==> src/include/pspin_sched_params.svh <==
// -------------------------------------------------------------------------
// Build constants for the packet scheduling path
// Cluster indices are $clog2(PSPIN_NUM_CLUSTERS) bits wide, so at least
// two clusters are required. The L1 span must be large enough that the
// last cluster's window stays inside the 32-bit SoC address space.
// -------------------------------------------------------------------------
`ifndef PSPIN_SCHED_PARAMS_SVH
`define PSPIN_SCHED_PARAMS_SVH

// Cluster array
`define PSPIN_NUM_CLUSTERS      4

// Handler slots per cluster, one credit each
`define PSPIN_HERS_PER_CLUSTER  4

// Queue depths
`define PSPIN_HER_FIFO_DEPTH    8
`define PSPIN_FB_FIFO_DEPTH     4

// Cluster L1 address map
`define PSPIN_L1_CLUSTER_BASE   32'h1000_0000
`define PSPIN_L1_CLUSTER_SPAN   32'h0040_0000

`endif

==> src/pspin_sched_pkg.sv <==
// -------------------------------------------------------------------------
// Descriptor types shared by the scheduling path
// Field order of the packed structs is part of the NIC and cluster port
// layout, so changing it changes the bit positions seen at the top level.
// -------------------------------------------------------------------------
`include "pspin_sched_params.svh"

package pspin_sched_pkg;

  typedef logic [31:0] addr_t;
  typedef logic [9:0]  msgid_t;

  typedef logic [`PSPIN_NUM_CLUSTERS-1:0]         cluster_mask_t;
  typedef logic [$clog2(`PSPIN_NUM_CLUSTERS)-1:0] cluster_idx_t;

  // Handler execution request from the NIC inbound engine
  typedef struct packed {
    msgid_t      msgid;
    addr_t       handler_addr;
    addr_t       pkt_addr;
    logic [15:0] pkt_size;
  } her_descr_t;

  // HER stamped with its target cluster
  typedef struct packed {
    her_descr_t   her_descr;
    cluster_idx_t cluster_id;
    addr_t        l1_base;
  } handler_task_t;

  // Completion notice back to the NIC
  typedef struct packed {
    msgid_t      msgid;
    addr_t       pkt_addr;
    logic [15:0] pkt_size;
  } feedback_descr_t;

endpackage

==> src/cluster_credit_sched.sv <==
// -------------------------------------------------------------------------
// Credit-based dispatch of HERs to clusters, plus feedback arbitration
// Clusters have no ready: a task is only sent while a credit is held for
// that cluster. At most one task issued and one feedback taken per cycle.
// Task outputs are registered; feedback grants are combinational and are
// withheld while the feedback queue is full.
// -------------------------------------------------------------------------
`timescale 1ns/1ns
`include "pspin_sched_params.svh"

module cluster_credit_sched
  import pspin_sched_pkg::*;
(
  input  logic                                       clk_i,
  input  logic                                       rst_n_i,

  // HER queue head
  input  logic                                       her_valid_i,
  input  her_descr_t                                 her_i,
  output logic                                       her_pop_o,

  input  cluster_mask_t                              enable_i,

  // To clusters
  output cluster_mask_t                              task_valid_o,
  output handler_task_t                              task_o,

  // From clusters
  input  cluster_mask_t                              fb_valid_i,
  input  feedback_descr_t [`PSPIN_NUM_CLUSTERS-1:0]  fb_i,
  output cluster_mask_t                              fb_ready_o,

  // Feedback queue
  output logic                                       fb_push_o,
  output feedback_descr_t                            fb_data_o,
  input  logic                                       fb_full_i
);

  localparam int unsigned NC          = `PSPIN_NUM_CLUSTERS;
  localparam int unsigned MAX_CREDITS = `PSPIN_HERS_PER_CLUSTER;
  localparam int unsigned CRED_W      = $clog2(MAX_CREDITS + 1);

  typedef logic [CRED_W-1:0] credit_t;

  typedef struct packed {
    logic         found;
    cluster_idx_t idx;
  } rr_pick_t;

  credit_t       credit_q [NC];
  cluster_mask_t has_credit, eligible, take, give;
  cluster_idx_t  disp_last_q, fb_last_q;
  rr_pick_t      disp_pick, fb_pick;
  cluster_mask_t task_valid_q;
  handler_task_t task_q;

  // First requester after the last one served, wrapping around
  function automatic rr_pick_t rr_pick(input cluster_mask_t req, input cluster_idx_t last);
    rr_pick_t    pick;
    int unsigned cand;
    pick = '0;
    for (int unsigned off = 1; off <= NC; off++) begin
      cand = (int'(last) + off) % NC;
      if (!pick.found && req[cand]) begin
        pick.found = 1'b1;
        pick.idx   = cluster_idx_t'(cand);
      end
    end
    return pick;
  endfunction

  always_comb begin
    for (int i = 0; i < NC; i++) begin
      has_credit[i] = (credit_q[i] != '0);
    end
    eligible  = enable_i & has_credit;
    disp_pick = rr_pick(eligible, disp_last_q);
    her_pop_o = her_valid_i & disp_pick.found;
    take      = '0;
    if (her_pop_o) take[disp_pick.idx] = 1'b1;

    // Feedback side, held off while the queue toward the NIC is full
    fb_pick = rr_pick(fb_valid_i, fb_last_q);
    give    = '0;
    if (fb_pick.found && !fb_full_i) give[fb_pick.idx] = 1'b1;
  end

  assign fb_ready_o = give;
  assign fb_push_o  = |give;
  assign fb_data_o  = fb_i[fb_pick.idx];

  always_ff @(posedge clk_i or negedge rst_n_i) begin
    if (!rst_n_i) begin
      for (int i = 0; i < NC; i++) begin
        credit_q[i] <= CRED_W'(MAX_CREDITS);
      end
      // Start just before cluster 0
      disp_last_q  <= cluster_idx_t'(NC - 1);
      fb_last_q    <= cluster_idx_t'(NC - 1);
      task_valid_q <= '0;
    end else begin
      for (int i = 0; i < NC; i++) begin
        case ({take[i], give[i]})
          2'b10:   credit_q[i] <= credit_q[i] - 1'b1;
          2'b01:   credit_q[i] <= credit_q[i] + 1'b1;
          default: credit_q[i] <= credit_q[i];
        endcase
      end
      if (her_pop_o) disp_last_q <= disp_pick.idx;
      if (fb_push_o) fb_last_q   <= fb_pick.idx;
      task_valid_q <= take;
    end
  end

  // Task payload, stamped with the target cluster's L1 window
  always_ff @(posedge clk_i) begin
    if (her_pop_o) begin
      task_q.her_descr  <= her_i;
      task_q.cluster_id <= disp_pick.idx;
      task_q.l1_base    <= `PSPIN_L1_CLUSTER_BASE
                           + addr_t'(disp_pick.idx) * `PSPIN_L1_CLUSTER_SPAN;
    end
  end

  assign task_valid_o = task_valid_q;
  assign task_o       = task_q;

  for (genvar i = 0; i < NC; i++) begin : gen_credit_chk
    a_credit_range : assert property (@(posedge clk_i) disable iff (!rst_n_i)
      credit_q[i] <= CRED_W'(MAX_CREDITS))
      else $error("cluster %0d credit count out of range", i);

    // Feedback only from a cluster holding an outstanding task
    a_fb_outstanding : assert property (@(posedge clk_i) disable iff (!rst_n_i)
      give[i] |-> (credit_q[i] < CRED_W'(MAX_CREDITS)))
      else $error("cluster %0d returned feedback with no task outstanding", i);
  end

  a_task_enabled : assert property (@(posedge clk_i) disable iff (!rst_n_i)
    (task_valid_o & ~$past(enable_i)) == '0)
    else $error("task dispatched to a disabled cluster");

endmodule

==> src/desc_fifo.sv <==
// -------------------------------------------------------------------------
// First-word-fall-through descriptor queue
// A push shows at the head one cycle later. Push and pop may share a
// cycle. full_o is high during reset so producers hold off until the
// queue is out of reset. Pushes while full and pops while empty are
// illegal and are ignored.
// -------------------------------------------------------------------------
`timescale 1ns/1ns

module desc_fifo #(
  parameter type         item_t = logic,
  parameter int unsigned DEPTH  = 4
) (
  input  logic  clk_i,
  input  logic  rst_n_i,

  input  logic  push_i,
  input  item_t push_data_i,
  output logic  full_o,

  output logic  valid_o,
  output item_t data_o,
  input  logic  pop_i
);

  localparam int unsigned PTR_W = (DEPTH > 1) ? $clog2(DEPTH) : 1;
  localparam int unsigned CNT_W = $clog2(DEPTH + 1);

  item_t            mem_q [DEPTH];
  logic [PTR_W-1:0] head_q, tail_q;
  logic [CNT_W-1:0] cnt_q, cnt_d;
  logic             full_q;
  logic             push_en, pop_en;

  function automatic logic [PTR_W-1:0] next_ptr(input logic [PTR_W-1:0] ptr);
    return (ptr == PTR_W'(DEPTH - 1)) ? '0 : ptr + 1'b1;
  endfunction

  assign push_en = push_i & ~full_q;
  assign pop_en  = pop_i & (cnt_q != '0);

  always_comb begin
    cnt_d = cnt_q;
    if (push_en && !pop_en) begin
      cnt_d = cnt_q + 1'b1;
    end else if (pop_en && !push_en) begin
      cnt_d = cnt_q - 1'b1;
    end
  end

  always_ff @(posedge clk_i or negedge rst_n_i) begin
    if (!rst_n_i) begin
      head_q <= '0;
      tail_q <= '0;
      cnt_q  <= '0;
      full_q <= 1'b1;
    end else begin
      if (push_en) tail_q <= next_ptr(tail_q);
      if (pop_en)  head_q <= next_ptr(head_q);
      cnt_q  <= cnt_d;
      full_q <= (cnt_d == CNT_W'(DEPTH));
    end
  end

  // Storage
  always_ff @(posedge clk_i) begin
    if (push_en) mem_q[tail_q] <= push_data_i;
  end

  assign full_o  = full_q;
  assign valid_o = (cnt_q != '0);
  assign data_o  = mem_q[head_q];

  a_no_push_full : assert property (@(posedge clk_i) disable iff (!rst_n_i)
    push_i |-> !full_o)
    else $error("desc_fifo: push while full");

  a_no_pop_empty : assert property (@(posedge clk_i) disable iff (!rst_n_i)
    pop_i |-> valid_o)
    else $error("desc_fifo: pop while empty");

endmodule

==> src/pspin_sched_top.sv <==
// -------------------------------------------------------------------------
// Packet scheduling path top level
// HERs enter on valid/ready, wait in a single in-order queue and are sent
// to enabled clusters under per-cluster credits. Clusters must accept
// every task they are sent. Feedback is queued toward the NIC, and NIC
// back-pressure eventually stalls dispatch and drops her_ready_o.
// -------------------------------------------------------------------------
`timescale 1ns/1ns
`include "pspin_sched_params.svh"

module pspin_sched_top
  import pspin_sched_pkg::*;
(
  input  logic                                       clk_i,
  input  logic                                       rst_n_i,

  // From NIC inbound
  input  logic                                       her_valid_i,
  output logic                                       her_ready_o,
  input  her_descr_t                                 her_i,

  // To clusters
  output cluster_mask_t                              cluster_task_valid_o,
  output handler_task_t                              cluster_task_o,

  // From clusters
  input  cluster_mask_t                              cluster_feedback_valid_i,
  output cluster_mask_t                              cluster_feedback_ready_o,
  input  feedback_descr_t [`PSPIN_NUM_CLUSTERS-1:0]  cluster_feedback_i,

  // To NIC inbound
  output logic                                       nic_feedback_valid_o,
  input  logic                                       nic_feedback_ready_i,
  output feedback_descr_t                            nic_feedback_o,

  // Configuration
  input  logic                                       cfg_we_i,
  input  cluster_mask_t                              cfg_enable_i,
  output logic                                       pspin_active_o
);

  logic            her_full, her_push;
  logic            her_head_valid, her_pop;
  her_descr_t      her_head;
  logic            fb_push, fb_full, fb_pop;
  feedback_descr_t fb_push_data;
  cluster_mask_t   cluster_enable;

  assign her_ready_o = ~her_full;
  assign her_push    = her_valid_i & her_ready_o;
  assign fb_pop      = nic_feedback_valid_o & nic_feedback_ready_i;

  // HER queue
  desc_fifo #(
    .item_t      (her_descr_t),
    .DEPTH       (`PSPIN_HER_FIFO_DEPTH)
  ) i_her_fifo (
    .clk_i       (clk_i),
    .rst_n_i     (rst_n_i),
    .push_i      (her_push),
    .push_data_i (her_i),
    .full_o      (her_full),
    .valid_o     (her_head_valid),
    .data_o      (her_head),
    .pop_i       (her_pop)
  );

  cluster_credit_sched i_sched (
    .clk_i        (clk_i),
    .rst_n_i      (rst_n_i),
    .her_valid_i  (her_head_valid),
    .her_i        (her_head),
    .her_pop_o    (her_pop),
    .enable_i     (cluster_enable),
    .task_valid_o (cluster_task_valid_o),
    .task_o       (cluster_task_o),
    .fb_valid_i   (cluster_feedback_valid_i),
    .fb_i         (cluster_feedback_i),
    .fb_ready_o   (cluster_feedback_ready_o),
    .fb_push_o    (fb_push),
    .fb_data_o    (fb_push_data),
    .fb_full_i    (fb_full)
  );

  // Feedback queue toward the NIC
  desc_fifo #(
    .item_t      (feedback_descr_t),
    .DEPTH       (`PSPIN_FB_FIFO_DEPTH)
  ) i_fb_fifo (
    .clk_i       (clk_i),
    .rst_n_i     (rst_n_i),
    .push_i      (fb_push),
    .push_data_i (fb_push_data),
    .full_o      (fb_full),
    .valid_o     (nic_feedback_valid_o),
    .data_o      (nic_feedback_o),
    .pop_i       (fb_pop)
  );

  sched_cfg_regs i_cfg_regs (
    .clk_i        (clk_i),
    .rst_n_i      (rst_n_i),
    .cfg_we_i     (cfg_we_i),
    .cfg_enable_i (cfg_enable_i),
    .enable_o     (cluster_enable),
    .active_o     (pspin_active_o)
  );

endmodule

==> src/sched_cfg_regs.sv <==
// -------------------------------------------------------------------------
// Scheduler configuration registers
// The cluster enable mask resets to all ones and a write takes effect on
// the next cycle. active_o is low in reset, then follows whether any
// cluster is enabled with the same one-cycle timing as the mask.
// -------------------------------------------------------------------------
`timescale 1ns/1ns

module sched_cfg_regs
  import pspin_sched_pkg::*;
(
  input  logic          clk_i,
  input  logic          rst_n_i,

  input  logic          cfg_we_i,
  input  cluster_mask_t cfg_enable_i,

  output cluster_mask_t enable_o,
  output logic          active_o
);

  cluster_mask_t enable_q, enable_d;
  logic          active_q;

  assign enable_d = cfg_we_i ? cfg_enable_i : enable_q;

  always_ff @(posedge clk_i or negedge rst_n_i) begin
    if (!rst_n_i) begin
      enable_q <= '1;
      active_q <= 1'b0;
    end else begin
      enable_q <= enable_d;
      // Idle once every cluster is masked off
      active_q <= |enable_d;
    end
  end

  assign enable_o = enable_q;
  assign active_o = active_q;

endmodule

==> config.mk <==
export PLATFORM = sky130hd
export DESIGN_NAME = pspin_sched_top
export DESIGN_NICKNAME = d
export VERILOG_FILES = /design/src/pspin_sched_pkg.sv /design/src/cluster_credit_sched.sv /design/src/desc_fifo.sv /design/src/pspin_sched_top.sv /design/src/sched_cfg_regs.sv
export VERILOG_INCLUDE_DIRS = /design/src /design/src/include
export SDC_FILE = /design/constraint.sdc
export NUM_CORES = 1
export LEC_CHECK = 0
export BUFFER_PORTS_ARGS = -buffer_cell sky130_fd_sc_hd__buf_2
export CORE_UTILIZATION = 40
export DETAILED_ROUTE_END_ITERATION = 7
export GPL_TIMING_DRIVEN = 0
export PLACE_DENSITY = 0.66
export SLEW_MARGIN = 20
export SYNTH_ARGS = -nofsm -noshare
export SYNTH_HDL_FRONTEND = slang
export SYNTH_SLANG_ARGS = --single-unit
==> constraint.sdc <==
create_clock -name clk_i -period 24.6 [get_ports clk_i]
set_input_delay 2.46 -clock clk_i [delete_from_list [all_inputs] [get_ports clk_i]]
set_output_delay 2.46 -clock clk_i [all_outputs]
set_load 0.01 [all_outputs]
==> metrics.yaml, run 1 <==
logic_synthesis:
  synth_edf_count: 1044
  synth_top_area_share_pct: 73.8
  ys_seq_area_share_pct: 76.4
  yosysWarnings: 0
  syn_area_per_cell_sq_um: 20.8
  synthCells: 2046
  yosys-top-cells-area: "edfxtp_1 (74%), mux4_2 (13%), mux2_2 (2.6%)"
  syn_area_sq_um: 42500
  synthFlopType: "edfxtp_1"
  synth_seq_cells: 1088
  synth_area_leader_cell: "edfxtp_1"
  async_reset_ff_share_pct: 4.04
  ys_types: 51
setup_path:
  crit_path_max_incr_delay_ns: 0.58
  end_kind: "primary output"
  cp_cell_sequence: "buf_2 > inv_1 > nand2_1 > o221ai_1 > clkbuf_1 > clkbuf_1 > nor2b_1 > buf_2"
  path_class: "in -> out"
  critical_path_cell_count: 8
  arrival_ns: 4.93
  worst_path_max_delay_cell: "clkbuf_1"
  crit_start: "cluster_feedback_valid_i[2]"
  reg2reg_depth: 6
  crit_fanout: 10
  crit_family: "buffers and inverters"
  timing.critical_path.buf_inv: 5
  start_kind: "input port"
  crit_required_ns: 22.14
  r2r-start: "i_sched.fb_last_q[1]"
route:
  drcViolationCount: 0
  wl_um: 114000
  num_vias: 22600
  wire_per_inst_um: 26.6
  firstDrtPassIters: 5
  vias_per_cell: 5.28
  first_iter_violations: 1780
  ant_nets: 0
die:
  rows: 119
  coreArea_sq_um: 105000
  start_util_pct: 40.3
  die_h_um: 328
  die_area_sq_um: 107000
  die_width_um: 328
  io_pins: 528
finish:
  fillers: 8575
  fin_nets: 3148
  utilization_pct: 49.2
  design_area_sq_um: 51800
  final_common_cell: "edfxtp_1"
  instances_no_fill: 4288
  final_cell_mix: "edfxtp_1 (1044), buf_2 (525), mux4_2 (238)"
  seq_area_sq_um: 32500
  multi_input_area_sq_um: 9460
  drive_gt1_share_pct: 41.5
  area_growth_pct: 21.9
place:
  place_congestion: 0.963
  dpl.cell_count: 4070
  hpwl_um: 81300
  io_buffers: 497
  dpl_cell_area_sq_um: 48100
global_route:
  grt_pass1_vias: 23900
  grt_max_degree: 55
  grt_overflow: 0
  antenna_found_initial: 31
  grt_pass1_wl_um: 164000
  track_usage_pct: 21.2
cts:
  cts_sinks: 1088
  clk_pin_slew_worst_paths_ns: 0.06
  cts_setup_buffers: 0
  clock_latency_ns: 0.70
  htree_levels: 3
  clockRootBuffer: "clkbuf_16"
  cts_tree: "built"
  postCtsHoldBufs: 0
  clockBufferDepth: 3
  cts_buffers: 110
  ctsResizeCount: 0
timing:
  worst_pin_slew_ns: 1.10
  setup_violations: 0
  fmax_mhz: 135
  relSlewSlack_pct: 26.7
  fin_setup_tns_ns: 0
  hold_violations: 0
  skew_ns: 0.0383
  finalCritPeriodShare_pct: 30.0
  finalCriticalPeriod_ns: 7.39
  slew_violations: 0
  rsz0062_at_grt: "no"
power:
  power_density_nw_per_um2: 129
  cellLeakagePower_nw: 18.1
  ir_worst_vdd_v: 0.0000738
run:
  maxCapViolations: 0
worst_hold_path:
  min_from: "i_fb_fifo.cnt_q[2]"
  hold_path.class: "reg -> reg"
  min_delay_path_depth: 1
status:
  status: "completed"
final cells by class:
type                    instances  share of cell area, %
inverters                      17                  0.133
flip-flops and latches       1088                   62.7
clock inverters                71                   1.41
multi-input cells             832                   18.3
clock buffers                 136                   5.62
well taps                    1391                   3.36
repair buffers                605                   7.16
plain buffers                 137                   1.29
diodes                         11                 0.0532
per-layer routing:
metal,track usage [%],wire length (um),vias to the layer above
met3,5.17,8140,187
met4,6.03,2460,32
met2,38.3,60500,812
li1,-,-,9826
met5,0,202,-
met1,24.8,42700,11800
metrics by stage:
stage               hold WS (ns)  total power, mW  setup slack, ns
finish                     0.479             6.67            17.21
global route               0.494             6.97            17.06
CTS                        0.485             6.77            17.13
detailed placement         0.471             5.09            17.14
global placement           0.467             5.04             1.70
floorplan                  0.450             4.13            12.61
registers in the layout, summed over array words and instances (netlist names), 3 cells and up:
register / flops
i_her_fifo.mem_q: 720
i_fb_fifo.mem_q: 232
i_sched.task_o: 92
i_sched.credit_q: 12
i_cfg_regs.enable_o: 4
i_her_fifo.cnt_q: 4
i_sched.task_valid_o: 4
i_fb_fifo.cnt_q: 3
i_her_fifo.head_q: 3
i_her_fifo.tail_q: 3
synthesized netlist by cell type (5+ instances only):
| library cell | n |
|---|---|
| mux2_2 | 99 |
| mux4_2 | 238 |
| buf_1 | 28 |
| o21ai_0 | 10 |
| buf_4 | 32 |
| nor3_1 | 7 |
| nor2_1 | 24 |
| xor2_1 | 9 |
| a211oi_1 | 58 |
| clkbuf_1 | 66 |
| ha_1 | 18 |
| nand2_1 | 150 |
| dfrtp_1 | 30 |
| a31oi_1 | 60 |
| a21oi_1 | 7 |
| xnor2_1 | 8 |
| dfstp_2 | 14 |
| and2_1 | 62 |
| buf_2 | 10 |
| edfxtp_1 | 1044 |
| inv_1 | 16 |
| a21o_1 | 5 |
power breakdown:
group,switching (mW),internal (mW)
combinational,1.30,0.922
clock,0.704,0.961
sequential,0.134,2.65
total,2.14,4.53
path summary, 6_finish.rpt:
check	endpoint	slack (ns)
setup / recovery	cluster_feedback_ready_o[1]	17.21
hold / removal	i_fb_fifo.cnt_q[2]	0.48
setup reg to reg	i_fb_fifo.mem_q[1][55]	20.51
min in group asynchronous	i_sched.task_valid_o[0]	1.78
max in group asynchronous	i_fb_fifo.tail_q[0]	22.38
hold reg to reg	i_fb_fifo.cnt_q[2]	0.48
cell families (layout without fill, tap and decap cells):
kind of cell / after synthesis / count (layout) / share of synthesized area (%)
flip-flops: 1088 / 1088 / 76.4
multiplexers: 338 / 338 / 15.3
AND/OR/NAND/NOR: 267 / 267 / 2.90
AO/OA/AOI/OAI: 156 / 156 / 2.56
buffers and inverters: 154 / 966 / 1.69
adder cells (fa/ha/maj): 24 / 24 / 0.766
XOR/XNOR: 17 / 17 / 0.351
other: 2 / 41 / 0.0177
No activity file was read; power rests on OpenSTA's default activity.
==> inputs of run 2 (changes only) <==
--- a/config.mk
+++ b/config.mk
@@ -6,11 +6,12 @@
 export SDC_FILE = /design/constraint.sdc
 export NUM_CORES = 1
 export LEC_CHECK = 0
+export ABC_AREA = 1
 export BUFFER_PORTS_ARGS = -buffer_cell sky130_fd_sc_hd__buf_2
 export CORE_UTILIZATION = 40
 export DETAILED_ROUTE_END_ITERATION = 7
 export GPL_TIMING_DRIVEN = 0
-export PLACE_DENSITY = 0.66
+export PLACE_DENSITY = 0.68
 export SLEW_MARGIN = 20
 export SYNTH_ARGS = -nofsm -noshare
 export SYNTH_HDL_FRONTEND = slang
==> constraint.sdc (replaced) <==
create_clock -name clk_i -period 6.15 [get_ports clk_i]
set_input_delay 0.615 -clock clk_i [delete_from_list [all_inputs] [get_ports clk_i]]
set_output_delay 0.615 -clock clk_i [all_outputs]
set_load 0.01 [all_outputs]
==> metrics.yaml, run 2 <==
global_route:
  grt_max_degree: 45  # -18%
  grt_pass1_vias: 29400  # +23%
  track_usage_pct: 22.4  # +1.2 points
  grt_pass1_wl_um: 184000  # +12%
  antenna_found_initial: 20  # -35%
  grt_overflow: 0  # unchanged
power:
  clockPowerShare_pct: 20.3  # -4.7 points
  swShare_pct: 40.9  # +8.8 points
  cellLeakagePower_nw: 19.1  # +5.4%
  power_mw: 32.5  # +390%
  seq_power_share_pct: 37.4  # -4.3 points
  ir_worst_vdd_v: 0.000439  # +490%
  power_density_nw_per_um2: 618  # +380%
  p_int_mw: 19.2  # +320%
  p_sw_mw: 13.3  # +520%
  power_frac_comb_pct: 42.4  # +9.1 points
route:
  firstDrtPassIters: 5  # unchanged
  ant_nets: 0  # unchanged
  drcViolationCount: 0  # unchanged
  vias_per_cell: 5.27  # -0.19%
  num_vias: 29900  # +32%
  wire_per_inst_um: 22.1  # -17%
  wl_um: 126000  # +10%
  first_iter_violations: 2718  # +53%
cts:
  postCtsHoldBufs: 1  # +1
  cts_sinks: 1088  # unchanged
  cts_buffers: 110  # unchanged
  clockBufferDepth: 3  # unchanged
  cts_tree: "built"
  cts_setup_buffers: 0  # unchanged
  clk_pin_slew_worst_paths_ns: 0.06  # about the same
  ctsResizeCount: 0  # unchanged
  clock_latency_ns: 0.71  # about the same
  htree_levels: 3  # unchanged
  clockRootBuffer: "clkbuf_16"
timing:
  worst_slack_ns: 1.93  # -15.28 ns
  finalCriticalPeriod_ns: 4.22
  relSlewSlack_pct: 26.5  # -0.28 points
  whs_ns: 0.163  # -0.316 ns
  fin_setup_tns_ns: 0  # unchanged
  setup_violations: 0  # unchanged
  hold_violations: 0  # unchanged
  rsz0062_at_grt: "no"
  skew_ns: 0.0358  # -0.00248 ns
  fmax_mhz: 237
  worst_pin_slew_ns: 1.10  # +0.00420 ns
  finalCritPeriodShare_pct: 68.7
  slew_violations: 0  # unchanged
logic_synthesis:
  syn_area_per_cell_sq_um: 12.4  # -40%
  synth_top_area_share_pct: 72.1  # -1.7 points
  ys_seq_area_share_pct: 74.7  # -1.7 points
  synth_seq_cells: 1088  # unchanged
  syn_area_sq_um: 43500  # +2.3%
  synth_area_leader_cell: "edfxtp_1"
  synth_common_cells: "edfxtp_1 (1044), nor2_1 (784), o21ai_0 (494), nand2_1 (433), clkbuf_1 (165)"
  yosysWarnings: 0  # unchanged
  synthCells: 3498  # +71%
  synthFlopType: "edfxtp_1"
  ys_types: 37  # -27%
  yosys-top-cells-area: "edfxtp_1 (72%), nor2_1 (6.8%), o21ai_0 (5.7%)"
  synth_edf_count: 1044  # unchanged
  async_reset_ff_share_pct: 4.04  # unchanged
  yosysMostFrequentCell: "edfxtp_1"
setup_path:
  critical_path_cell_count: 15  # +7
  path_class: "reg -> out"
  end_kind: "primary output"
  start_kind: "flip-flop"
  arrival_ns: 3.61  # -1.32 ns
  crit_fanout: 10  # unchanged
  worst_path_max_delay_cell: "dfstp_2"
  cp_common_cell: "nand2_1"
  crit_required_ns: 5.53  # -16.61 ns
  timing.critical_path.buf_inv: 5  # unchanged
  crit_family: "simple AND/OR/NAND/NOR gates"
  crit_path_max_incr_delay_ns: 0.52  # -0.06 ns
  cp_cell_sequence: "buf_4 > inv_2 > nand2_1 > nand2_1 > nand3_1 > nand2_2 > nor3_1 > nor2_1 > nand2_1 > nand2_2 > inv_2 > buf_2 > nand2_1 > nor2_1 > buf_2"
  reg2reg_depth: 8  # +2
die:
  die_area_sq_um: 110000  # +2.3%
  io_pins: 528  # unchanged
  die_h_um: 332  # +1.1%
  coreArea_sq_um: 107000  # +2.0%
  die_width_um: 332  # +1.1%
  rows: 120  # +0.84%
  start_util_pct: 40.5  # +0.13 points
place:
  dpl_cell_area_sq_um: 48900  # +1.7%
  dpl.cell_count: 5470  # +34%
  dp_slack_ns: 2.34  # -14.80 ns
  io_buffers: 497  # unchanged
  place_congestion: 0.844  # -12%
  hpwl_um: 87900  # +8.1%
finish:
  utilization_pct: 48.9  # -0.28 points
  multi_input_area_sq_um: 9890  # +4.6%
  largest_reg_flops: 720  # unchanged
  largest-register: "i_her_fifo.mem_q"
  instances_no_fill: 5685  # +33%
  design_area_sq_um: 52500  # +1.4%
  area_growth_pct: 20.8
  final_cell_mix: "edfxtp_1 (1044), nor2_1 (772), buf_2 (509)"
  seq_area_sq_um: 32500  # unchanged
  fin_nets: 4537  # +44%
  fillers: 9362  # +9.2%
  final_common_cell: "edfxtp_1"
  drive_gt1_share_pct: 18.7  # -23 points
run:
  maxCapViolations: 0  # unchanged
worst_hold_path:
  min_delay_path_depth: 2  # +1
  hold_path.class: "in -> reg"
status:
  status: "completed"
==> run 2: cell types whose count changed in the layout (fill, tap and decap cells not counted), moves of 89 or more <==
cell / previous run / this run
nand2_1: 150 / 433
o21ai_0: 10 / 494
clkbuf_1: 85 / 186
o22ai_1: 0 / 148
mux4_2: 238 / 0
nand3_1: 4 / 93
mux2_2: 99 / 8
nor2_1: 21 / 772
==> run 2: kinds of logic after synthesis <==
family | share of synthesized area, %
DFF | 74.7
adders and majority gates | 0.702
muxes | 0.207
xor gates and xnor gates | 0.340
and+or+nand+nor | 11.8
AOI/OAI and AO/OA | 9.28
other | 0.0173
buffers and inverters | 2.98
==> run 2: area by class of cell <==
type | instances | share of cell area, %
inverters | 58 | 0.415
well taps | 1403 | 3.34
clock buffers | 138 | 5.54
plain buffers | 240 | 2.07
diodes | 8 | 0.0381
repair buffers | 542 | 6.68
multi-input cells | 2140 | 18.8
flip-flops and latches | 1088 | 61.8
clock inverters | 68 | 1.26
==> run 2: power groups by stage <==
stage	Clock (mW)	Sequential [mW]	Combinational, mW
2_1_floorplan	0	12.5	7.55
3_3_place_gp	0	12.6	13.1
3_5_place_dp	0	12.3	13.9
4_1_cts	6.71	12.1	13.9
5_1_grt	6.99	12.3	15.1
6_report	6.59	12.1	13.7
==> run 2: path summary, 6_finish.rpt <==
path	startpoint	slack, ns	to
min	cfg_enable_i[2]	0.16	i_cfg_regs.enable_o[2]
max in group asynchronous	rst_n_i	5.21	i_fb_fifo.head_q[1]
max	i_sched.fb_last_q[0]	1.93	cluster_feedback_ready_o[1]
min in group asynchronous	rst_n_i	0.49	i_cfg_regs.active_o
max reg2reg	i_her_fifo.head_q[0]	2.26	i_sched.task_o[94]
min reg2reg	i_sched.credit_q[8]	0.50	i_sched.credit_q[8]
==> run 2: worst reg2reg max path: stages (launching register included) <==
cell and delay [ns]:
dfrtp_1 0.39, clkinv_1 0.41, clkbuf_1 0.82, clkbuf_1 0.78
clkbuf_1 0.50, nor2_1 0.09, o22ai_1 0.21, nor2_1 0.08
a31oi_1 0.38
==> run 2: metal layers <==
metal,track usage (%),routed length [um]
met5,0,122
met4,11.2,6150
met3,4.54,9290
met2,39.1,63500
met1,26.2,46800
==> inputs of run 3 (changes only) <==
--- a/config.mk
+++ b/config.mk
@@ -6,7 +6,7 @@
 export SDC_FILE = /design/constraint.sdc
 export NUM_CORES = 1
 export LEC_CHECK = 0
-export ABC_AREA = 1
+export ABC_AREA = 0
 export BUFFER_PORTS_ARGS = -buffer_cell sky130_fd_sc_hd__buf_2
 export CORE_UTILIZATION = 40
 export DETAILED_ROUTE_END_ITERATION = 7
==> constraint.sdc (replaced) <==
create_clock -name clk_i -period 3.5 [get_ports clk_i]
set_input_delay 0.35 -clock clk_i [delete_from_list [all_inputs] [get_ports clk_i]]
set_output_delay 0.35 -clock clk_i [all_outputs]
set_load 0.01 [all_outputs]
==> metrics.yaml, run 3 (synthesis results as in run 1) <==
status:
  status: "completed"
setup_path:
  r2r-start: "i_sched.fb_last_q[1]"
  arrival_ns: 3.05  # -0.56 ns
  crit_family: "buffers and inverters"
  crit_path_max_incr_delay_ns: 0.61  # +0.09 ns
  crit_fanout: 10  # unchanged
  cp_cell_sequence: "a21oi_1 > a31oi_1 > a21o_1 > buf_2 > buf_4 > nand2_1 > nor2_1 > buf_2"
  timing.critical_path.buf_inv: 3  # -2
  worst_path_max_delay_cell: "dfstp_2"
  path_class: "reg -> out"
  timing.rr.end: "i_sched.credit_q[11]"
  start_kind: "flip-flop"
  cp_common_cell: "buf_2"
  r2r_setup_slack_ns: 0.14  # -2.12 ns
  reg2reg_depth: 13  # +5
  crit_required_ns: 3.15  # -2.38 ns
  end_kind: "primary output"
die:
  die_width_um: 328  # -1.1%
  die_h_um: 328  # -1.1%
  start_util_pct: 40.3  # -0.13 points
  rows: 119  # -0.83%
  io_pins: 528  # unchanged
  coreArea_sq_um: 105000  # -1.9%
  die_area_sq_um: 107000  # -2.3%
power:
  ir_worst_vdd_v: 0.000586  # +34%
  power_density_nw_per_um2: 893  # +44%
  power_mw: 47.2  # +45%
  cellLeakagePower_nw: 18.4  # -3.5%
place:
  hpwl_um: 80000  # -9.0%
  io_buffers: 497  # unchanged
  dpl_cell_area_sq_um: 48100  # -1.7%
  place_congestion: 0.930  # +10%
finish:
  final_common_cell: "edfxtp_1"
  fin_nets: 3211  # -29%
  largest_reg_flops: 720  # unchanged
  largest-register: "i_her_fifo.mem_q"
  design_area_sq_um: 52800  # +0.55%
  final_cell_mix: "edfxtp_1 (1044), buf_2 (506), mux4_2 (238)"
  utilization_pct: 50.2  # +1.2 points
  drive_gt1_share_pct: 39.8  # +21 points
  area_growth_pct: 24.3
route:
  firstDrtPassIters: 7  # +2
  wl_um: 115000  # -8.2%
  wire_per_inst_um: 26.6  # +20%
  drcViolationCount: 0  # unchanged
  num_vias: 22800  # -24%
  ant_nets: 0  # unchanged
  first_iter_violations: 1757  # -35%
  vias_per_cell: 5.25  # -0.30%
worst_hold_path:
  min_from: "cfg_we_i"
  hold_end: "i_cfg_regs.active_o"
  hold_path.class: "in -> reg"
  min_delay_path_depth: 3  # +1
global_route:
  grt_max_degree: 51  # +13%
  grt_overflow: 0  # unchanged
  grt_pass1_wl_um: 166000  # -10%
  grt_pass1_vias: 24200  # -18%
  antenna_found_initial: 21  # +5.0%
  track_usage_pct: 21.4  # -1.0 points
run:
  maxCapViolations: 0  # unchanged
cts:
  cts_sinks: 1088  # unchanged
  clk_pin_slew_worst_paths_ns: 0.06  # about the same
  clock_latency_ns: 0.69  # -0.02 ns
  cts_tree: "built"
  cts_buffers: 109  # -0.91%
  clockBufferDepth: 3  # unchanged
  htree_levels: 3  # unchanged
  clockRootBuffer: "clkbuf_16"
timing:
  setup_violations: 0  # unchanged
  hold_violations: 0  # unchanged
  finalCritPeriodShare_pct: 97.1
  skew_ns: 0.0515  # +0.0157 ns
  slew_violations: 0  # unchanged
  rsz0062_at_grt: "no"
  fmax_mhz: 294
  fin_setup_tns_ns: 0  # unchanged
  worst_pin_slew_ns: 1.06  # -0.0466 ns
  relSlewSlack_pct: 29.6  # +3.1 points
  whs_ns: 0.0957  # -0.0678 ns
  finalCriticalPeriod_ns: 3.40
-- run 3: power by group --
group / internal [mW] / switching, mW / leakage, nW
Sequential: 18.6 / 0.975 / 10.1
Combinational: 6.59 / 9.25 / 6.47
Clock: 6.78 / 4.97 / 1.78
Total: 32.0 / 15.2 / 18.4
-- run 3: how the worst max path moves through the flow --
stage / cells after the start / startpoint / to
2_1_floorplan: 2 / i_her_fifo.tail_q[2] / i_her_fifo.mem_q[2][0]
3_3_place_gp: 4 / her_valid_i / i_her_fifo.mem_q[6][39]
3_5_place_dp: 11 / i_sched.fb_last_q[1] / i_sched.credit_q[8]
4_1_cts: 4 / i_fb_fifo.head_q[0] / nic_feedback_o[56]
5_1_grt: 11 / i_sched.fb_last_q[1] / i_sched.credit_q[2]
6_report: 8 / i_sched.fb_last_q[1] / cluster_feedback_ready_o[0]
-- run 3: final cells by class --
| class | instances | area [sq um] |
|---|---|---|
| timing repair buffer | 668 | 4660 |
| clock inverter | 72 | 739 |
| antenna | 8 | 20.0 |
| multi-input combinational | 832 | 9530 |
| buffer | 137 | 682 |
| timing repair inverter | 1 | 8.76 |
| inverter | 17 | 76.3 |
| fill | 8471 | 52500 |
| clock buffer | 132 | 2890 |
| sequential | 1088 | 32500 |
| tap | 1391 | 1740 |
-- run 3: what timing repair did --
| action | 4_1_cts | 5_1_grt |
|---|---|---|
| hold endpoints to repair | 755 | 0 |
| pin swaps | 1 | 0 |
| gates cloned | 1 | 0 |
| setup endpoints to repair | 134 | 5 |
| buffers inserted | 2 | 0 |
| gates resized for setup | 11 | 4 |
| hold buffers | 99 | 0 |
-- run 3: metal layers --
metal	GRT usage [%]	wire length, um	up-vias
met3	5.14	7970	158
met2	37.7	60500	793
li1	-	-	9936
met4	5.54	2210	24
met5	0	141	-
met1	26.2	44700	11900
-- run 3: worst reg2reg max path: cells and delay by family (launching register included) --
family          cells  cell delay, ns
simple gates        3            0.55
flops               1            0.61
compound gates      3            0.55
buf+inv             3            0.63
fa+ha+maj           2            0.63
xor+xnor            2            0.32
-- run 3: metrics by stage --
stage          setup slack [ns]  cells
3_5_place_dp             -0.548   4031
6_report                  0.103   4346
3_3_place_gp              -5.54   3962
5_1_grt                 0.00767   4342
2_1_floorplan             -1.16   2074
4_1_cts                  0.0302   4337
